`src/tile_pkg.sv`:
```
// tile sequencer shared types
// layer and step encodings, configuration word and beat position

package tile_pkg;

  // layer kinds still handled by the sequencer
  typedef enum logic [1:0] {
    Linear      = 2'd0,
    Feedforward = 2'd1
  } layer_e;

  typedef enum logic [1:0] {
    Idle   = 2'd0,
    MatMul = 2'd1,
    F1     = 2'd2, // first feedforward matmul
    F2     = 2'd3
  } step_e;

  typedef logic [9:0]  dim_t;  // matrix dimension in elements
  typedef logic [7:0]  tcnt_t; // tile count or tile index
  typedef logic [11:0] beat_t; // beat index inside one tile

  // layer configuration, sampled on start and held while busy
  typedef struct packed {
    logic   start;
    layer_e layer;
    dim_t   seq_length;
    dim_t   embed_size;
    dim_t   ff_size;
    dim_t   proj_space;
    tcnt_t  tile_s;
    tcnt_t  tile_e;
    tcnt_t  tile_f;
    tcnt_t  tile_p;
  } ctrl_t;

  // where the current beat sits in the output matrix
  typedef struct packed {
    step_e step;
    tcnt_t tile_x;
    tcnt_t tile_y;
    tcnt_t inner_tile;
    beat_t beat;
    dim_t  row_limit; // real rows of this step
    dim_t  col_limit; // real columns of this step
  } tile_pos_t;

endpackage

```
`src/lane_pad.sv`:
```
// edge padder
// zeroes the lanes of one beat that lie past the real matrix edge

`timescale 1ns/1ps

module lane_pad #(
  parameter int unsigned M = 64,
  parameter int unsigned N = 16,
  parameter type lane_t = logic
) (
  input  tile_pkg::tile_pos_t pos_i,
  input  lane_t [N-1:0]       lanes_i,
  output lane_t [N-1:0]       lanes_o
);

  // wide enough for tile index times tile side plus offsets
  localparam int unsigned PW = $bits(tile_pkg::tcnt_t) + $clog2(M) + 2;

  localparam lane_t ZERO = lane_t'(0);

  logic [PW-1:0] row;
  logic [PW-1:0] col0;
  logic          row_ok;

  // beats walk down the rows first, then step right by N columns
  assign row  = PW'(pos_i.beat % M) + PW'(pos_i.tile_y) * PW'(M);
  assign col0 = PW'(pos_i.beat / M) * PW'(N) + PW'(pos_i.tile_x) * PW'(M);

  assign row_ok = row < PW'(pos_i.row_limit);

  for (genvar i = 0; i < N; i++) begin : g_lane
    logic col_ok;

    assign col_ok     = (col0 + PW'(i)) < PW'(pos_i.col_limit);
    assign lanes_o[i] = (row_ok && col_ok) ? lanes_i[i] : ZERO;
  end

endmodule

```
`src/operand_join.sv`:
```
// operand join with output credit gating
// fires one compute beat when input, weight and bias are all valid

`timescale 1ns/1ps

module operand_join #(
  parameter int unsigned FIFO_DEPTH = 4
) (
  input  logic clk_i,
  input  logic rst_ni,
  input  logic inp_valid_i,
  input  logic weight_valid_i,
  input  logic bias_valid_i,
  input  logic oup_valid_i,
  input  logic oup_ready_i,
  input  logic last_inner_i,
  output logic inp_ready_o,
  output logic weight_ready_o,
  output logic bias_ready_o,
  output logic fire_o
);

  localparam int unsigned CW = $clog2(FIFO_DEPTH + 1);

  logic [CW-1:0] credit_d, credit_q;
  logic          open_join;
  logic          take, give;

  assign open_join = credit_q < CW'(FIFO_DEPTH);

  // readies cross-coupled to the partner streams, as on the datapath side
  assign inp_ready_o    = open_join & weight_valid_i;
  assign weight_ready_o = open_join & inp_valid_i;
  assign bias_ready_o   = open_join & weight_valid_i;

  assign fire_o = open_join & inp_valid_i & weight_valid_i & bias_valid_i;

  assign take = fire_o & last_inner_i; // beat that will write an output row
  assign give = oup_valid_i & oup_ready_i;

  always_comb begin
    credit_d = credit_q;
    if (take && !give) begin
      credit_d = credit_q + 1'b1;
    end else if (give && !take) begin
      credit_d = credit_q - 1'b1;
    end
  end

  always_ff @(posedge clk_i or negedge rst_ni) begin
    if (!rst_ni) begin
      credit_q <= '0;
    end else begin
      credit_q <= credit_d;
    end
  end

  // output side must not pop more rows than were produced
  a_no_return_from_zero: assert property (
    @(posedge clk_i) disable iff (!rst_ni)
    (credit_q == '0) |-> !(give && !take)
  );

endmodule

```
`src/tile_ctrl_top.sv`:
```
// tile controller top
// operand join, tile sequencer and edge padding for bias and requant add

`timescale 1ns/1ps

module tile_ctrl_top #(
  parameter int unsigned M          = 64,
  parameter int unsigned N          = 16,
  parameter int unsigned FIFO_DEPTH = 4,
  parameter int unsigned BIAS_W     = 24
) (
  input  logic                          clk_i,
  input  logic                          rst_ni,
  input  tile_pkg::ctrl_t               ctrl_i,
  input  logic                          inp_valid_i,
  output logic                          inp_ready_o,
  input  logic                          weight_valid_i,
  output logic                          weight_ready_o,
  input  logic                          bias_valid_i,
  output logic                          bias_ready_o,
  input  logic                          oup_valid_i,
  input  logic                          oup_ready_i,
  input  logic signed [N-1:0][BIAS_W-1:0] inp_bias_i,
  input  logic                          requant_add_i,
  output logic                          calc_en_o,
  output tile_pkg::step_e               step_o,
  output tile_pkg::tcnt_t               tile_x_o,
  output tile_pkg::tcnt_t               tile_y_o,
  output tile_pkg::tcnt_t               inner_tile_o,
  output logic                          first_inner_tile_o,
  output logic                          last_inner_tile_o,
  output logic signed [N-1:0][BIAS_W-1:0] inp_bias_pad_o,
  output logic [N-1:0]                  requant_add_o,
  output logic                          busy_o
);

  tile_pkg::tile_pos_t pos;
  logic                fire;
  logic                last_inner;
  logic [N-1:0]        requant_lanes;

  operand_join #(
    .FIFO_DEPTH (FIFO_DEPTH)
  ) u_join (
    .clk_i          (clk_i),
    .rst_ni         (rst_ni),
    .inp_valid_i    (inp_valid_i),
    .weight_valid_i (weight_valid_i),
    .bias_valid_i   (bias_valid_i),
    .oup_valid_i    (oup_valid_i),
    .oup_ready_i    (oup_ready_i),
    .last_inner_i   (last_inner),
    .inp_ready_o    (inp_ready_o),
    .weight_ready_o (weight_ready_o),
    .bias_ready_o   (bias_ready_o),
    .fire_o         (fire)
  );

  tile_sequencer #(
    .M (M),
    .N (N)
  ) u_seq (
    .clk_i         (clk_i),
    .rst_ni        (rst_ni),
    .ctrl_i        (ctrl_i),
    .fire_i        (fire),
    .pos_o         (pos),
    .first_inner_o (first_inner_tile_o),
    .last_inner_o  (last_inner),
    .busy_o        (busy_o)
  );

  lane_pad #(
    .M      (M),
    .N      (N),
    .lane_t (logic signed [BIAS_W-1:0])
  ) u_pad_bias (
    .pos_i   (pos),
    .lanes_i (inp_bias_i),
    .lanes_o (inp_bias_pad_o)
  );

  assign requant_lanes = {N{requant_add_i}}; // one flag for the whole beat

  lane_pad #(
    .M      (M),
    .N      (N),
    .lane_t (logic)
  ) u_pad_requant (
    .pos_i   (pos),
    .lanes_i (requant_lanes),
    .lanes_o (requant_add_o)
  );

  assign calc_en_o         = fire;
  assign last_inner_tile_o = last_inner;
  assign step_o            = pos.step;
  assign tile_x_o          = pos.tile_x;
  assign tile_y_o          = pos.tile_y;
  assign inner_tile_o      = pos.inner_tile;

endmodule

```
`src/tile_sequencer.sv`:
```
// tile sequencer
// steps through beats, inner tiles and output tiles of linear and ff layers

`timescale 1ns/1ps

module tile_sequencer #(
  parameter int unsigned M = 64,
  parameter int unsigned N = 16
) (
  input  logic              clk_i,
  input  logic              rst_ni,
  input  tile_pkg::ctrl_t   ctrl_i,
  input  logic              fire_i,
  output tile_pkg::tile_pos_t pos_o,
  output logic              first_inner_o,
  output logic              last_inner_o,
  output logic              busy_o
);

  localparam int unsigned BEATS = M * M / N;
  localparam int unsigned OW    = 2 * $bits(tile_pkg::tcnt_t);

  tile_pkg::step_e step_d, step_q, start_step;
  tile_pkg::beat_t beat_d, beat_q;
  tile_pkg::tcnt_t inner_d, inner_q;
  tile_pkg::tcnt_t tile_x_d, tile_x_q;
  tile_pkg::tcnt_t tile_y_d, tile_y_q;
  logic [OW-1:0]   tile_d, tile_q; // finished output tiles in this step
  logic            busy_d, busy_q;

  // per-step geometry
  tile_pkg::tcnt_t inner_dim, x_wrap;
  tile_pkg::tcnt_t inner_last, x_last;
  logic [OW-1:0]   total, total_last;
  tile_pkg::dim_t  col_limit;

  always_comb begin
    unique case (step_q)
      tile_pkg::MatMul: begin
        inner_dim = ctrl_i.tile_e;
        x_wrap    = ctrl_i.tile_p;
        total     = ctrl_i.tile_s * ctrl_i.tile_p;
        col_limit = ctrl_i.proj_space;
      end
      tile_pkg::F1: begin
        inner_dim = ctrl_i.tile_e;
        x_wrap    = ctrl_i.tile_f;
        total     = ctrl_i.tile_s * ctrl_i.tile_f;
        col_limit = ctrl_i.ff_size;
      end
      tile_pkg::F2: begin
        inner_dim = ctrl_i.tile_f; // contracts over the ff dimension
        x_wrap    = ctrl_i.tile_e;
        total     = ctrl_i.tile_s * ctrl_i.tile_e;
        col_limit = ctrl_i.embed_size;
      end
      default: begin
        inner_dim = '0;
        x_wrap    = '0;
        total     = '0;
        col_limit = '0;
      end
    endcase
  end

  assign inner_last = inner_dim - 1'b1;
  assign x_last     = x_wrap - 1'b1;
  assign total_last = total - 1'b1;

  always_comb begin
    unique case (ctrl_i.layer)
      tile_pkg::Linear:      start_step = tile_pkg::MatMul;
      tile_pkg::Feedforward: start_step = tile_pkg::F1;
      default:               start_step = tile_pkg::Idle;
    endcase
    if (!ctrl_i.start) begin
      start_step = tile_pkg::Idle;
    end
  end

  always_comb begin
    step_d   = step_q;
    beat_d   = beat_q;
    inner_d  = inner_q;
    tile_x_d = tile_x_q;
    tile_y_d = tile_y_q;
    tile_d   = tile_q;
    busy_d   = (step_q != tile_pkg::Idle) || (start_step != tile_pkg::Idle);

    if (step_q == tile_pkg::Idle) begin
      step_d = start_step; // counters are already zero here
    end else if (fire_i) begin
      beat_d = beat_q + 1'b1;
      if (beat_q == tile_pkg::beat_t'(BEATS - 1)) begin // end of tile
        beat_d  = '0;
        inner_d = inner_q + 1'b1;
        if (inner_q == inner_last) begin
          inner_d = '0;
          tile_d  = tile_q + 1'b1;
          if (tile_x_q == x_last) begin
            tile_x_d = '0;
            tile_y_d = tile_y_q + 1'b1;
          end else begin
            tile_x_d = tile_x_q + 1'b1;
          end
          if (tile_q == total_last) begin // end of step
            tile_d   = '0;
            tile_x_d = '0;
            tile_y_d = '0;
            step_d   = (step_q == tile_pkg::F1) ? tile_pkg::F2 : tile_pkg::Idle;
          end
        end
      end
    end
  end

  always_ff @(posedge clk_i or negedge rst_ni) begin
    if (!rst_ni) begin
      step_q   <= tile_pkg::Idle;
      beat_q   <= '0;
      inner_q  <= '0;
      tile_x_q <= '0;
      tile_y_q <= '0;
      tile_q   <= '0;
      busy_q   <= 1'b0;
    end else begin
      step_q   <= step_d;
      beat_q   <= beat_d;
      inner_q  <= inner_d;
      tile_x_q <= tile_x_d;
      tile_y_q <= tile_y_d;
      tile_q   <= tile_d;
      busy_q   <= busy_d;
    end
  end

  assign pos_o.step       = step_q;
  assign pos_o.tile_x     = tile_x_q;
  assign pos_o.tile_y     = tile_y_q;
  assign pos_o.inner_tile = inner_q;
  assign pos_o.beat       = beat_q;
  assign pos_o.row_limit  = ctrl_i.seq_length; // rows are the sequence in every step
  assign pos_o.col_limit  = col_limit;

  assign first_inner_o = inner_q == '0;
  assign last_inner_o  = (step_q != tile_pkg::Idle) && (inner_q == inner_last);
  assign busy_o        = busy_q;

  // inner index wraps at the step's contraction depth
  a_inner_in_range: assert property (
    @(posedge clk_i) disable iff (!rst_ni)
    (step_q != tile_pkg::Idle) |-> (inner_q < inner_dim)
  );

endmodule
```
`config.mk`:
```
export PLATFORM = sky130hd
export DESIGN_NAME = tile_ctrl_top
export DESIGN_NICKNAME = d
export VERILOG_FILES = /design/src/tile_pkg.sv /design/src/lane_pad.sv /design/src/operand_join.sv /design/src/tile_ctrl_top.sv /design/src/tile_sequencer.sv
export SDC_FILE = /design/constraint.sdc
export NUM_CORES = 1
export LEC_CHECK = 0
export BUFFER_PORTS_ARGS = -buffer_cell sky130_fd_sc_hd__buf_2
export CORE_AREA = 2 2 353 355
export DETAILED_ROUTE_END_ITERATION = 6
export DIE_AREA = 0 0 355 357
export PLACE_DENSITY = 0.38
export SYNTH_ARGS = -nofsm -noshare
export SYNTH_HDL_FRONTEND = slang
export SYNTH_SLANG_ARGS = --single-unit
```
`constraint.sdc`:
```
create_clock -name clk_i -period 5.12 [get_ports clk_i]
set_input_delay 0 -clock clk_i [delete_from_list [all_inputs] [get_ports clk_i]]
set_output_delay 0 -clock clk_i [all_outputs]
set_load 0.05 [all_outputs]
```
==> results of run 1 <==
-- per-layer routing --
layer	part of all wire, %	GRT usage, %
met5	0.37	0
met4	3.7	6.97
met3	8.9	7.49
met2	43	35.0
met1	44	30.2
-- cell families after synthesis --
logic type,synth area share (%)
XOR/XNOR,5.13
buffers and inverters,9.04
AND/OR/NAND/NOR,35.5
AO/OA/AOI/OAI,12.3
flip-flops,10.0
multiplexers,0.647
adder cells (fa/ha/maj),27.4
-- state kept, by name (all words and copies together), names as in the netlist --
signal	count
u_seq.tile_x_q	8
u_seq.tile_y_q	8
u_seq.step_q	2
u_seq.busy_o	1
u_join.credit_q	3
u_seq.beat_q	12
u_seq.inner_q	8
u_seq.tile_q	16
-- path summary, 6_finish.rpt --
path / endpoint / slack [ps]
worst min register to register: u_seq.beat_q[11]$_DFFE_PN0P_ / 510
min in group asynchronous: u_join.credit_q[1]$_DFFE_PN0P_ / 430
worst min-delay path: u_seq.busy_o$_DFF_PN0_ / 20
worst max register to register: u_seq.tile_y_q[2]$_DFFE_PN0P_ / 450
max in group asynchronous: u_seq.step_q[0]$_DFFE_PN0P_ / 4110
worst max-delay path: u_seq.tile_y_q[2]$_DFFE_PN0P_ / -410
-- timing repair --
action,CTS,global route
gates cloned,4,2
endpoints found under the setup margin,94,198
setup buffers,23,17
hold buffers,2,0
resized for setup,139,140
endpoints found under the hold margin,60,0
pin swaps,69,82
-- worst max-delay path, cell delays in order --
cell and delay [ps]:
buf_8 130, buf_6 120, buf_6 120, and2_4 160, fa_2 350, fa_1 440, ha_1 290, inv_1 40
fa_1 500, inv_2 50, ha_4 220, buf_6 120, a211oi_4 310, o21bai_1 140, a21oi_2 170, mux2_4 320
a41o_1 270, and3_4 190, or4_1 400, nand4b_1 140, nand4_1 130, o41a_1 500, buf_12 180, or3_4 360
a21oi_2 130
-- power groups by stage --
stage | logic [mW] | registers (mW) | clock network (mW)
after global placement | 3.45 | 0.511 | 0
after detailed placement | 3.44 | 0.511 | 0
final | 4.11 | 0.503 | 0.650
after floorplan | 2.02 | 0.508 | 0
after CTS | 3.76 | 0.504 | 0.662
after global routing | 4.51 | 0.506 | 0.680
-- cell usage in the layout, fill, tap and decap left out, types with 37 or more instances in the layout --
cell and count:
buf_4 251, buf_2 737, dfrtp_1 56, inv_1 173, ha_1 111, nor2b_1 111
and2_1 354, nand2_1 158, a21oi_1 37, buf_12 166, fa_1 101, nor2_1 62
xnor2_1 44
-- per-stage QoR --
| step | setup WS [ps] | utilization, % | setup TNS (ps) | hold WS (ps) | std cells |
|---|---|---|---|---|---|
| 6_report | -407 | 21.9 | -10630 | 21.3 | 4643 |
| 2_1_floorplan | -330 | - | -7680 | -296 | 1889 |
| 3_5_place_dp | -1090 | 20.4 | -33980 | 244 | 4561 |
| 3_3_place_gp | -1010 | 20.4 | -31330 | 230 | 4561 |
| 5_1_grt | -572 | 21.9 | -17140 | 11.1 | 4628 |
| 4_1_cts | -391 | 21.3 | -10830 | 2.44 | 4605 |
-- area by class of cell --
class	instances	share of cell area (%)
Multi-Input combinational cell	1514	47.6
Timing Repair Buffer	1215	35.5
Tap cell	1637	7.60
Sequential cell	58	5.40
Inverter	184	2.56
Clock buffer	9	0.836
Clock inverter	6	0.306
Antenna cell	20	0.186
==> results.toml, run 1 <==
[synth]
ys_types = 82
yosys_warnings = 0
synth_most_common_cell = "and2_1"
yosysTopAreaCell = "and2_1"
synth_edf_count = 0
synth_area_leaders = "and2_1 16%, fa_1 15%, ha_1 12%, dfrtp_1 10%, nor2b_1 4.8%"
syn_avg_cell_area_um2 = 7.68
synth.top_cell.area_share_pct = 16.1
synthCells = 1889
syn_nets = 2608
async_flop_share_pct = 100
syn_area_um2 = 14500
synth_flop_cell = "dfrtp_1"
synth-seq-cells = 58
seq_area_frac_synth_pct = 10.0
synthTopCellsByCount = "374 x and2_1, 184 x inv_1, 181 x nand2_1"

[global_routing]
grt-ovfl-total = 0
grt_pass1_wl_um = 190000
grt_max_degree = 59
grt_pass1_vias = 18500
track_usage_pct = 22.8
antenna_found_initial = 116

[drt]
drt-total-wl_um = 151000
drt_iter0_drc = 1302
wire_per_inst_um = 32.5
final_antenna_net_count = 0
remaining_drc_errors = 0
drt-pass1-iter-count = 5
vias_per_cell = 3.98
via_count = 18500

[timing]
worst_slew_pin_slew_ps = 1050
slew_violations = 0
finalHoldViolCount = 0
min_period_ps = 5530
rsz0062_at_grt = "yes"
period_share_pct = 108
clock.fmax_ghz = 0.181
fin_skew_ps = 8.82
setup_viol = 33
setup_slack_ps = -407
slew_headroom_pct = 29.8

[clock_network]
cts_sinks = 58
insertion_delay_ps = 340
path_clk_slew_ps = 50
cts_tree = "done"
h-tree-depth = 3
cts_buffers = 9
clockBufferDepth = 2
root_buffer = "clkbuf_16"

[power]
p_clk_share_pct = 12.4
netSwitchingFraction_pct = 44.7
irDropWorstVdd_v = 0.000183
p_switching_mw = 2.35
power.internal_mw = 2.91
p_comb_share_pct = 78.1
power_frac_seq_pct = 9.5
cellPowerDensity_nw_per_um2 = 195
power_mw = 5.27
p_leak_nw = 13.3

[die]
core-area_um2 = 123000
start_util_pct = 11.8
die_w_um = 355
row_count = 129
fp.dieArea_um2 = 127000
num_io_pins = 900
die_h_um = 357

[finish]
fin_area_um2 = 26900
multi_input_area_um2 = 12800
syn_to_final_growth_pct = 85.7
fin_nets = 3701
drive_gt1_share_pct = 48.5
nFillCells = 13900
regArea_um2 = 1450

[setup_path]
critical_path_class = "primary input to register"
crit_path_start = "ctrl_i[26]"
worstReg2RegStart = "u_seq.step_q[0]$_DFFE_PN0P_"
ff2ff_path_depth = 16
critPathMaxFanout = 12
critPathCaptureType = "register"
cp.required_ps = 5390
worstSetupStartpointType = "primary input"
arrival_ps = 5800

[status]
status = "finished, violations left"
violations = "negative setup slack"

[hold_path]
whs_path_depth = 3
hp-start = "ctrl_i[73]"
hold_path.class = "primary input to register"

[placed_design]
placed_area_um2 = 25000
dp_hpwl_um = 137000
place.gp.congestion = 0.957
port_buffers = 899

[flow_run]
max_cap_viol_count = 0
Power figures use the tool's default switching activity.
==> run 2: changes to the inputs <==
- CORE_AREA: 2 2 353 355 -> 2 2 348 350
- DIE_AREA: 0 0 355 357 -> 0 0 350 352
- clock period: 5.12 -> 6.1 ns (I/O delays scaled with it)
==> run 2 against run 1 <==
Effect of this change:
- the run ends with design-rule violations left
- register-to-register slack better by 400 ps
- core utilization is 1.6 points lower
- clock power is 14% lower
- clock skew is 3.2 ps higher
- total power is 28% lower
- first-iteration DRC count is 15% higher
- global-route usage is 5.6 points higher
- critical path type unchanged
- highest routed layer unchanged
==> results.toml, run 2 (synthesis results as in run 1) <==
[die]
die_w_um = 350
die_h_um = 352
core-area_um2 = 119000
fp.dieArea_um2 = 123000
num_io_pins = 900
start_util_pct = 12.2
row_count = 127

[timing]
slew_violations = 0
fin_skew_ps = 12.0
slew_headroom_pct = 9.11
rsz0062_at_grt = "no"
setup_viol = 0
period_share_pct = 96.3
worst_slew_pin_slew_ps = 1360
min_period_ps = 5870
whs_ps = 125
finalHoldViolCount = 0
finalSetupTns_ps = 0
clock.fmax_ghz = 0.170

[finish]
post-route-util_pct = 20.3
fin_area_um2 = 24200
regMostFlops = "u_seq.tile_q"
top_regs = "u_seq.tile_q x16, u_seq.beat_q x12"
drive_gt1_share_pct = 41.4
layout_common_cells = "828 x buf_2, 374 x and2_1, 212 x buf_4"
nFillCells = 13700
largest_reg_flops = 16
final_common_cell = "buf_2"
fin_nets = 3622
syn_to_final_growth_pct = 66.8

[setup_path]
arrival_ps = 6090
rr_endpoint = "u_seq.tile_y_q[7]$_DFFE_PN0P_"
r2r_slack_ps = 850
ff2ff_path_depth = 18
critical_path_class = "primary input to register"
worstSetupStartpointType = "primary input"
worstReg2RegStart = "u_seq.step_q[0]$_DFFE_PN0P_"
critPathCaptureType = "register"
critPathMaxFanout = 14
cp.required_ps = 6310

[power]
power_mw = 3.79
irDropWorstVdd_v = 0.000101
p_leak_nw = 12.6
cellPowerDensity_nw_per_um2 = 156

[global_routing]
track_usage_pct = 28.5
grt_pass1_vias = 18500
grt_pass1_wl_um = 221000
antenna_found_initial = 174
grt_max_degree = 59
grt-ovfl-total = 0

[hold_path]
worst_hold_path.endpoint = "u_seq.busy_o$_DFF_PN0_"
hold_path.class = "primary input to register"
hp-start = "ctrl_i[73]"
whs_path_depth = 3

[clock_network]
cts_buffers = 9
path_clk_slew_ps = 60
post_cts_buffers = 0
insertion_delay_ps = 330
cts_tree = "done"
h-tree-depth = 3
root_buffer = "clkbuf_16"
cts_sinks = 58
clockBufferDepth = 2

[status]
violations = "design-rule violations"
status = "finished, violations left"

[drt]
final_antenna_net_count = 0
vias_per_cell = 4.06
via_count = 18800
remaining_drc_errors = 15
drt_iter0_drc = 1503
wire_per_inst_um = 38.9
drt-pass1-iter-count = 7
drt-total-wl_um = 180000

[placed_design]
port_buffers = 899
placed_area_um2 = 23600
dp_hpwl_um = 169000
place.gp.congestion = 1.01

[flow_run]
max_cap_viol_count = 0
run 2: cell count changes in the layout (fill, tap and decap cells not counted), sizes merged:
cell / previous run / this run
buf: 1191 / 1132
o21ai: 46 / 45
clkinv: 3 / 2
diode: 20 / 99
clkbuf: 31 / 14
run 2: worst max path at each step:
stage	cells past startpoint	startpoint	slack [ps]	endpoint
5_1_grt	24	ctrl_i[26]	10	u_seq.tile_y_q[7]$_DFFE_PN0P_
4_1_cts	23	ctrl_i[26]	70	u_seq.tile_y_q[7]$_DFFE_PN0P_
3_5_place_dp	22	ctrl_i[26]	-240	u_seq.tile_y_q[7]$_DFFE_PN0P_
6_report	24	ctrl_i[26]	230	u_seq.tile_y_q[7]$_DFFE_PN0P_
2_1_floorplan	21	ctrl_i[15]	200	u_seq.tile_y_q[7]$_DFFE_PN0P_
3_3_place_gp	23	ctrl_i[26]	-200	u_seq.tile_y_q[7]$_DFFE_PN0P_
run 2: layout make-up:
cell class,instances,area [um2],share of cell area (%)
Antenna cell,99,248,1.02
Clock buffer,11,243,1.00
Clock inverter,5,77.6,0.320
Inverter,184,691,2.85
Multi-Input combinational cell,1513,11900,49.0
Sequential cell,58,1450,5.99
Tap cell,1612,2020,8.33
Timing Repair Buffer,1137,7620,31.5
run 2: what timing repair did:
item | CTS | global route
resized for setup | 0 | 15
setup endpoints to repair | 0 | 32
endpoints found under the hold margin | 59 | 0
hold buffers | 2 | 0
run 2: where the power goes:
part	internal [mW]	switching, mW
clock network	0.367	0.190
logic	1.24	1.56
registers	0.402	0.0279
run 2: metrics by stage:
| stage | cells | worst slack (ps) |
|---|---|---|
| 3_3_place_gp | 4502 | -199 |
| 5_1_grt | 4570 | 10.6 |
| 6_report | 4619 | 228 |
| 3_5_place_dp | 4502 | -239 |
| 4_1_cts | 4520 | 66.0 |
| 2_1_floorplan | 1889 | 200 |
run 2: metal layers:
metal  track usage, %  vias up  share of wire, %
met5                0        -              0.27
met4             12.0       78               4.8
met3             9.28      330               8.5
met2             47.3      920                47
met1             33.4     9105                39
li1                 -     8332                 -
run 2: critical path: stages:
cell      delay (ps)
clkbuf_4         220
buf_4            200
buf_4            140
and2_1           160
fa_1             400
fa_1             500
ha_1             280
inv_1             50
fa_1             520
inv_1             50
ha_1             360
xor2_1           210
a222oi_1         410
nand3_1          120
or4_4            470
xnor2_1          170
nor2_1            70
xnor2_1          160
nor4b_1          420
nand3_1          120
or4_4            530
nor3_4           170
buf_4            190
o21ba_1          150
==> run 3: changes to the inputs <==
==> constraint.sdc (replaced) <==
create_clock -name clk_i -period 6.1 [get_ports clk_i]
set_input_delay 0.305 -clock clk_i [delete_from_list [all_inputs] [get_ports clk_i]]
set_output_delay 0.305 -clock clk_i [all_outputs]
set_load 0.05 [all_outputs]
==> run 3 against run 2 <==
Effect of this change:
- the flow now stops in global routing (5_1_grt)
- synthesized cell count did not move
- area after synthesis did not move
==> results.toml, run 3 <==
[status]
status = "aborted with a tool error"
lastStage = "global routing (5_1_grt)"
error = "[ERROR GRT-0116] Global routing finished with congestion. Check the congestion regions in the DRC Viewer."

[synth]
yosysTopAreaCell = "and2_1"
synth_most_common_cell = "and2_1"
synth-seq-cells = 58
synthTopCellsByCount = "374 x and2_1, 184 x inv_1, 181 x nand2_1"
synth.top_cell.area_share_pct = 16.1
syn_area_um2 = 14500
synth_edf_count = 0
seq_area_frac_synth_pct = 10.0
yosys_warnings = 0
syn_avg_cell_area_um2 = 7.68
ys_types = 82
async_flop_share_pct = 100
synthCells = 1889
syn_nets = 2608
synth_area_leaders = "and2_1 16%, fa_1 15%, ha_1 12%, dfrtp_1 10%, nor2b_1 4.8%"
synth_flop_cell = "dfrtp_1"

[die]
die_w_um = 350
row_count = 127
num_io_pins = 900
die_h_um = 352
start_util_pct = 12.2

[clock_network]
cts_sinks = 58
hold_buffers = 0
clockBufferDepth = 2
h-tree-depth = 3
cts_buffers = 9
root_buffer = "clkbuf_16"

[global_routing]
grt_pass1_wl_um = 788000
track_usage_pct = 97.0
grt_pass1_vias = 48600
grt_max_degree = 59
grt-ovfl-total = 8787

[placed_design]
place.gp.congestion = 2.02
port_buffers = 899
placed_area_um2 = 25000
dp_hpwl_um = 483000
dp.cells = 4525
## run 3: cell counts after synthesis
No cell type changed its count.
## run 3: logic make-up after synthesis
kind of cell | after synthesis | share of synthesized area (%)
mux | 9 | 0.647
buf+inv | 318 | 9.04
flops | 58 | 10.0
compound gates | 249 | 12.3
simple gates | 918 | 35.5
xor+xnor | 85 | 5.13
fa+ha+maj | 252 | 27.4
## run 3: what timing repair did
| action | CTS |
|---|---|
| endpoints found under the setup margin | 447 |
| buffers inserted | 124 |
| gates cloned | 6 |
| pin swaps | 130 |
| gates resized for setup | 1131 |
## run 3: per-layer routing
layer	GRT usage, %	overflow
met5	60.4	80
met4	99.1	1513
met3	82.4	626
met2	119	5808
met1	89.9	760
## run 3: through the flow
stage	hold WS [ps]	setup WS (ps)	TNS (ps)	utilization, %
after global placement	659	-10160	-1498910	20.8
after detailed placement	630	-7860	-1121730	21.0
after CTS	264	-2500	-108060	25.8
after floorplan	9.41	17.0	0	-
==> run 4: changes to the inputs <==
- PLACE_DENSITY: 0.38 -> unset
- PLACE_DENSITY_LB_ADDON: unset -> 0.15
==> run 4 against run 3 <==
Effect of this change:
- the flow now finishes without violations
==> results.toml, run 4 (synthesis results as in run 1) <==
[timing]
slew_headroom_pct = 28.6
min_period_ps = 5960
setup_slack_ps = 142
slew_violations = 0
clock.fmax_ghz = 0.168
whs_ps = 137
setup_viol = 0
worst_slew_pin_slew_ps = 1060
finalSetupTns_ps = 0
finalHoldViolCount = 0
fin_skew_ps = 8.85
period_share_pct = 97.7

[finish]
top_regs = "u_seq.tile_q x16, u_seq.beat_q x12"
fin_nets = 3638
largest_reg_flops = 16
syn_to_final_growth_pct = 80.7
regMostFlops = "u_seq.tile_q"
layout_common_cells = "700 x buf_2, 374 x and2_1, 242 x buf_4"
drive_gt1_share_pct = 44.3
fin_area_um2 = 26200
final_common_cell = "buf_2"

[power]
irDropWorstVdd_v = 0.000118
p_comb_share_pct = 76.3
cellPowerDensity_nw_per_um2 = 161
netSwitchingFraction_pct = 45.5
power_frac_seq_pct = 10.2
power.internal_mw = 2.29
p_leak_nw = 13.0
p_switching_mw = 1.92
p_clk_share_pct = 13.5

[clock_network]
path_clk_slew_ps = 60
cts_sinks = 58
h-tree-depth = 3
hold_buffers = 0
insertion_delay_ps = 350
root_buffer = "clkbuf_16"
cts_buffers = 9
cts_tree = "done"
clockBufferDepth = 2

[global_routing]
grt_pass1_vias = 18600
grt_pass1_wl_um = 224000
antenna_found_initial = 143
track_usage_pct = 28.7
grt_max_degree = 59
grt-ovfl-total = 0

[setup_path]
path_delay_family = "adder cells"
critPathMaxFanout = 7
r2r_slack_ps = 640
arrival_ps = 6190
critical_path_class = "primary input to register"
ff2ff_path_depth = 19
critical_path.slowest_cell = "or4_4"
slowest_delay_ps = 570
worstSetupStartpointType = "primary input"
cp_num_cells = 23
cp.required_ps = 6330
path_cells = "buf_4 > buf_4 > and2_1 > ha_1 > fa_1 > ha_1 > fa_1 > fa_1 > a21o_1 > a221o_2 > buf_6 > xor2_1 > a22oi_2 > a41o_1 > nand3_1 > or3_1 > o211ai_1 > buf_4 > nand3b_1 > or4_4 > nor3_4 > buf_6 > o21ba_4"
cp.buffers_inverters = 5
critPathCaptureType = "register"

[drt]
remaining_drc_errors = 0
via_count = 18700
vias_per_cell = 4.08
drt-pass1-iter-count = 6
final_antenna_net_count = 0
drt_iter0_drc = 1322
wire_per_inst_um = 39.6
drt-total-wl_um = 181000

[die]
start_util_pct = 12.2
fp.dieArea_um2 = 123000
core-area_um2 = 119000
num_io_pins = 900
die_w_um = 350
row_count = 127
die_h_um = 352

[hold_path]
hold_path.class = "primary input to async pin"

[placed_design]
pre_cts_ws_ps = -644
port_buffers = 899
dp_hpwl_um = 169000
place.gp.congestion = 0.995
placed_area_um2 = 25100

[flow_run]
max_cap_viol_count = 0

[status]
status = "complete, no violations"
[run 4: metrics by stage]
step / instances / power (mW) / util (%)
6_report: 4572 / 4.21 / 22.0
5_1_grt: 4551 / 4.56 / 21.9
4_1_cts: 4527 / 3.96 / 21.4
3_5_place_dp: 4506 / 3.29 / 21.0
3_3_place_gp: 4506 / 3.32 / 21.0
2_1_floorplan: 1889 / 1.97 / -
[run 4: worst reg2reg max path, stage by stage, from the launching register on]
cell      delay [ps]
dfrtp_1          450
inv_1            100
ha_1             440
buf_4            340
a222oi_1         670
nor2_1           180
nand2_1          150
ha_1             480
xnor2_1          240
and2_1           170
o32ai_1           70
a221oi_1         280
nand4_1          210
nor4b_1          320
nand4_1          180
o41a_1           450
buf_6            150
buf_4            170
o21ai_0          210
a21oi_2           70
[run 4: repair_timing]
action | in CTS | in global routing
pin swaps | 16 | 78
endpoints found under the hold margin | 0 | 0
buffers inserted | 4 | 9
cloned | 1 | 0
setup endpoints to repair | 33 | 34
gates resized for setup | 28 | 119
[run 4: layer usage]
metal  track usage [%]  vias to the layer above  wire, um
met5                 0                        -       666
met4              10.1                      102      8080
met3              9.73                      303     15400
met2              46.3                      846     82300
met1              35.2                     9126     74400
li1                  -                     8295         -
[run 4: power groups by stage]
stage / Clock (mW) / Combinational, mW / Sequential [mW]
2_1_floorplan: 0 / 1.54 / 0.426
3_3_place_gp: 0 / 2.88 / 0.437
3_5_place_dp: 0 / 2.85 / 0.436
4_1_cts: 0.577 / 2.95 / 0.430
5_1_grt: 0.591 / 3.54 / 0.432
6_report: 0.568 / 3.22 / 0.431
[run 4: cell type report]
class / instances / area (um2)
clock buffer: 11 / 243
inverter: 184 / 691
tap: 1612 / 2020
clock inverter: 5 / 77.6
antenna: 36 / 90.1
sequential: 58 / 1450
multi-input combinational: 1513 / 12300
timing repair buffer: 1153 / 9370
fill: 13500 / 93100
[run 4: worst paths after layout]
path,from,endpoint
max in group asynchronous,rst_ni,u_seq.inner_q[2]$_DFFE_PN0P_
max,ctrl_i[11],u_seq.tile_y_q[7]$_DFFE_PN0P_
min,rst_ni,u_seq.tile_x_q[4]$_DFFE_PN0P_
max reg2reg,u_seq.step_q[0]$_DFFE_PN0P_,u_seq.tile_y_q[2]$_DFFE_PN0P_
min in group clk_i,ctrl_i[72],u_seq.step_q[1]$_DFFE_PN0P_
min reg2reg,u_join.credit_q[0]$_DFFE_PN0P_,u_join.credit_q[0]$_DFFE_PN0P_
